### src/gcm_defs.svh
`ifndef GCM_DEFS_SVH
`define GCM_DEFS_SVH

// one cipher block
`define GCM_BLOCK_BITS 128

// iv, counter part of a counter block
`define GCM_IV_BITS 96
`define GCM_CTR_BITS 32

// each half of the length block
`define GCM_LEN_BITS 64

// leading byte of R = 11100001 || 0^120
`define GCM_REDUCE_BYTE 8'hE1

// J0 takes counter 1, data starts at 2
`define GCM_FIRST_DATA_CTR 2

`endif
### src/gcm_pkg.sv
package gcm_pkg;

    // bit 0 is the most significant bit, as in the GCM spec
    typedef logic [0:127] block_t;
    typedef logic [0:95]  iv_t;
    typedef logic [0:31]  ctr_t;

    // length field, also the running ciphertext bit count
    typedef logic [0:63]  len_t;

    typedef enum logic [1:0] {
        GHASH_IDLE,
        GHASH_ABSORB,
        GHASH_LENGTH
    } ghash_state_t;

endpackage

### src/gcm_gctr.sv
`timescale 1ns/1ps

`include "gcm_defs.svh"

module gcm_gctr (
    input  logic            clk,
    input  logic            i_reset,
    input  logic            i_start,
    input  gcm_pkg::iv_t    i_iv,
    input  logic            i_block_valid,
    input  gcm_pkg::block_t i_plain_block,
    input  gcm_pkg::block_t i_keystream,
    input  logic            i_last,
    output gcm_pkg::block_t o_counter_block,
    output logic            o_cipher_valid,
    output gcm_pkg::block_t o_cipher_block,
    output logic            o_cipher_last
);

    gcm_pkg::iv_t  iv_q;
    gcm_pkg::ctr_t ctr_q;

    // counter block for the cipher outside, IV || counter
    assign o_counter_block = {iv_q, ctr_q};

    always_ff @(posedge clk)
    begin
        if (i_start)
        begin
            iv_q <= i_iv;
        end
    end

    // counter wraps modulo 2^32 by its width
    always_ff @(posedge clk)
    begin
        if (i_reset)
        begin
            ctr_q <= gcm_pkg::ctr_t'(`GCM_FIRST_DATA_CTR);
        end
        else if (i_start)
        begin
            ctr_q <= gcm_pkg::ctr_t'(`GCM_FIRST_DATA_CTR);
        end
        else if (i_block_valid)
        begin
            ctr_q <= ctr_q + gcm_pkg::ctr_t'(1);
        end
    end

    // one cycle from plaintext to ciphertext
    always_ff @(posedge clk)
    begin
        if (i_reset)
        begin
            o_cipher_valid <= 1'b0;
            o_cipher_last  <= 1'b0;
        end
        else
        begin
            o_cipher_valid <= i_block_valid;
            o_cipher_last  <= i_block_valid & i_last;
        end
    end

    always_ff @(posedge clk)
    begin
        if (i_block_valid)
        begin
            o_cipher_block <= i_plain_block ^ i_keystream;
        end
    end

endmodule

### config.mk
export PLATFORM = sky130hd
export DESIGN_NAME = gcm_gctr
export DESIGN_NICKNAME = d
export VERILOG_FILES = /design/src/gcm_pkg.sv /design/src/gcm_gctr.sv
export VERILOG_INCLUDE_DIRS = /design/src /design/src/src
export SDC_FILE = /design/constraint.sdc
export NUM_CORES = 1
export LEC_CHECK = 0
export BUFFER_PORTS_ARGS = -buffer_cell sky130_fd_sc_hd__clkbuf_2
export CAP_MARGIN = 10
export CORE_AREA = 5 5 233 235
export DETAILED_ROUTE_END_ITERATION = 8
export DIE_AREA = 0 0 238 240
export PLACE_DENSITY = 0.37
export SYNTH_ARGS = -nofsm -noshare
export SYNTH_HDL_FRONTEND = slang
export SYNTH_SLANG_ARGS = --single-unit
### constraint.sdc
create_clock -name clk -period 3 [get_ports clk]
set_input_delay 0.9 -clock clk [delete_from_list [all_inputs] [get_ports clk]]
set_output_delay 0.9 -clock clk [all_outputs]
set_load 0.01 [all_outputs]
==> metrics.csv <==
stage;metric;value;unit
place;routability cong.;0.789;
timing;Slew @ Worst Pin;748;ps
yosys;async set or reset register ratio after synthesis;0;%
floorplan;Core Region;52000;sq um
clock_tree;setup bufs post-CTS;0;
job;max-cap check violation count;0;
yosys;Synth Flop Type;edfxtp_1;
clock_tree;Reg clk slew, reported paths;60;ps
finish;nets@finish;1539;
clock_tree;Clock Root Buffer;clkbuf_16;
route;DR vias;6896;
pwr;switching power;2.15;mW
yosys;Synth Instances;537;
pwr;Cell Int Power;6.89;mW
yosys;Synth area leaders;edfxtp_1, xor2_1, dfxtp_1, a21oi_1, xnor2_1;
grt;largest net degree at the start of global routing;127;
route;Iter 0 DRT Violations;314;
yosys;yosys warns;0;
floorplan;FP Rows;84;
timing;worst hold slack;483;ps
timing;Fin. Hold Viols;0;
floorplan;Die Ht;240;um
floorplan;Initial Util;18.1;%
clock_tree;clk sinks;258;
floorplan;die span in x;238;um
setup_path;FF-to-FF setup slack;790;ps
grt;antenna violations before repair;2;
clock_tree;CTS tree;yes;
yosys;post-synthesis register bit count;258;
setup_path;launch point of the worst path;ctr_q[7];
clock_tree;total CTS buffers;31;
timing;min Tclk post-route;2210;ps
route;Residual DRC;0;
place;Final HPWL DP;29800;um
timing;Fin Setup TNS;0;ps
route;drt first pass iters;4;
pwr;Leak;6.23;nW
timing;RSZ-0062 raised after global routing;false;
pwr;sw frac;23.8;%
yosys;number of flops mapped to enable cells by yosys;224;
yosys;Netlist cell types;33;
grt;first-pass GRT wire length;48800;um
yosys;Yosys top cell area share;71.3;%
pwr;Clk network pwr share;40.8;%
clock_tree;hold-fix buffer count after cts;0;
setup_path;Crit. End Element;flop;
yosys;Synth Cell Area;9430;sq um
pwr;Comb pwr share;11.3;%
route;antenna violation net count after detailed routing;0;
timing;Final Cycle Share;73.7;%
place;IO buf count;614;
finish;fillcell total;5458;
setup_path;Critical Path End;ctr_q[28];
finish;final instance area;14400;sq um
timing;final setup fails;0;
pwr;worst vdd ir;353;uV
route;wire per inst;19.0;um
floorplan;Die ar.;57100;sq um
clock_tree;CTS H-tree depth;1;
timing;Final Skew;6.69;ps
timing;Rel. slew slack;49.7;%
timing;Max Freq;452;MHz
finish;ant diodes;0;
pwr;Cell Pwr Density;629;nW/um^2
setup_path;Worst Path Arrival;2700;ps
timing;max-slew violations;0;
place;Area after DPL;13400;sq um
yosys;Syn Nets;895;
setup_path;critical path class;flop to flop;
route;Vias per Instance;3.64;
setup_path;critical path fanouts, max;16;
yosys;count leader, synth;edfxtp_1;
yosys;Mapped Avg Cell Area;17.6;sq um
setup_path;CP Launch Type;flop;
clock_tree;clk buf depth;3;
grt;Global Route Usage Sum;11.6;%
clock_tree;Post-CTS Resized;0;
grt;GRT overflow;0;
yosys;leading area contributor after synthesis;edfxtp_1;
yosys;sequential fraction of the synthesis area;78.5;%
finish;Area growth syn-to-layout;52.5;%
min_path;HP Class;flop to flop;
finish;final core utilization;27.6;%
route;final WL;36000;um
grt;vias in the first global route;7177;
finish;ratio of cells with drive above 1 in the final layout;55.2;%
setup_path;CP required;3490;ps
setup_path;Reg-to-Reg Start;ctr_q[7];
floorplan;io pins;615;
clock_tree;Skew-Pair Late Insertion Delay;550;ps
setup_path;worst reg-to-reg path cell count;4;
yosys;Synth top cells by count;edfxtp_1, xor2_1, dfxtp_1;
run_status;status;finished, final reports clean;
setup_path;RR Endpoint;ctr_q[28];
pwr;Reg power frac;47.9;%
stage by stage:
stage | power [mW] | worst slack, ps | instances
after global placement | 5.48 | 335 | 1836
after floorplan | 4.68 | 507 | 537
after global routing | 9.46 | 620 | 1893
final | 9.04 | 789 | 1893
after detailed placement | 5.48 | 353 | 1836
after CTS | 9.24 | 749 | 1893
flip-flops by register name, summed over array words and instances (netlist names):
name and cells:
o_cipher_block 128, o_cipher_last 1, iv_q 96, o_cipher_valid 1, ctr_q 32
kinds of logic after synthesis:
family / synth area share [%]
mux: 0.212
fa+ha+maj: 0.133
buf+inv: 0.570
simple gates: 5.37
flops: 78.5
compound gates: 2.18
xor+xnor: 13.0
worst max-delay path, cell delays in order, from the launching register on:
cell     delay (ps)
dfxtp_1         420
nand4_1         200
or4_1           800
or4_1           580
a21oi_1         140
worst min path at each step:
stage,from,to,cells after the start
after global routing,i_iv[77],iv_q[77],1
after CTS,i_iv[31],iv_q[31],1
after global placement,ctr_q[31],ctr_q[31],2
after detailed placement,ctr_q[31],ctr_q[31],2
final,ctr_q[31],ctr_q[31],2
after floorplan,ctr_q[31],ctr_q[31],2
final cells by class:
type | instances | area, sq um | share of cell area (%)
clock buffer | 36 | 795 | 5.52
clock inverter | 21 | 195 | 1.36
inverter | 5 | 18.8 | 0.130
multi-input combinational | 267 | 1970 | 13.7
sequential | 258 | 7410 | 51.5
tap | 688 | 861 | 5.98
timing repair buffer | 618 | 3140 | 21.8
metal layers:
metal | share of wire [%] | GRT usage (%) | routed length (um)
met1 | 35 | 12.6 | 12800
met2 | 53 | 21.7 | 19200
met3 | 9.4 | 4.07 | 3380
met4 | 1.6 | 2.66 | 585
met5 | 0 | 0 | 0
power groups by stage:
stage	Combinational (mW)	Clock [mW]	Sequential, mW
after global placement	1.08	0	4.41
final	1.02	3.69	4.33
after CTS	1.07	3.83	4.34
after global routing	1.11	3.99	4.36
after floorplan	0.112	0	4.57
after detailed placement	1.07	0	4.41
cells in the final DEF (no fill, tap or decap), drive strengths merged, types with 6 or more instances in the layout:
cell    synthesis  final
clkbuf          4    648
edfxtp        224    224
xor2          131    131
dfxtp          34     34
a21oi          17     17
clkinv          0     17
nor2           15     15
or3            15     15
nand2          12     12
nand4          12     12
o21ai          10     10
nand3           9      9
xnor2           9      9
or4             9      9
o31ai           6      6
buf             3      6
Note: power is estimated with default switching activity, not from simulation.
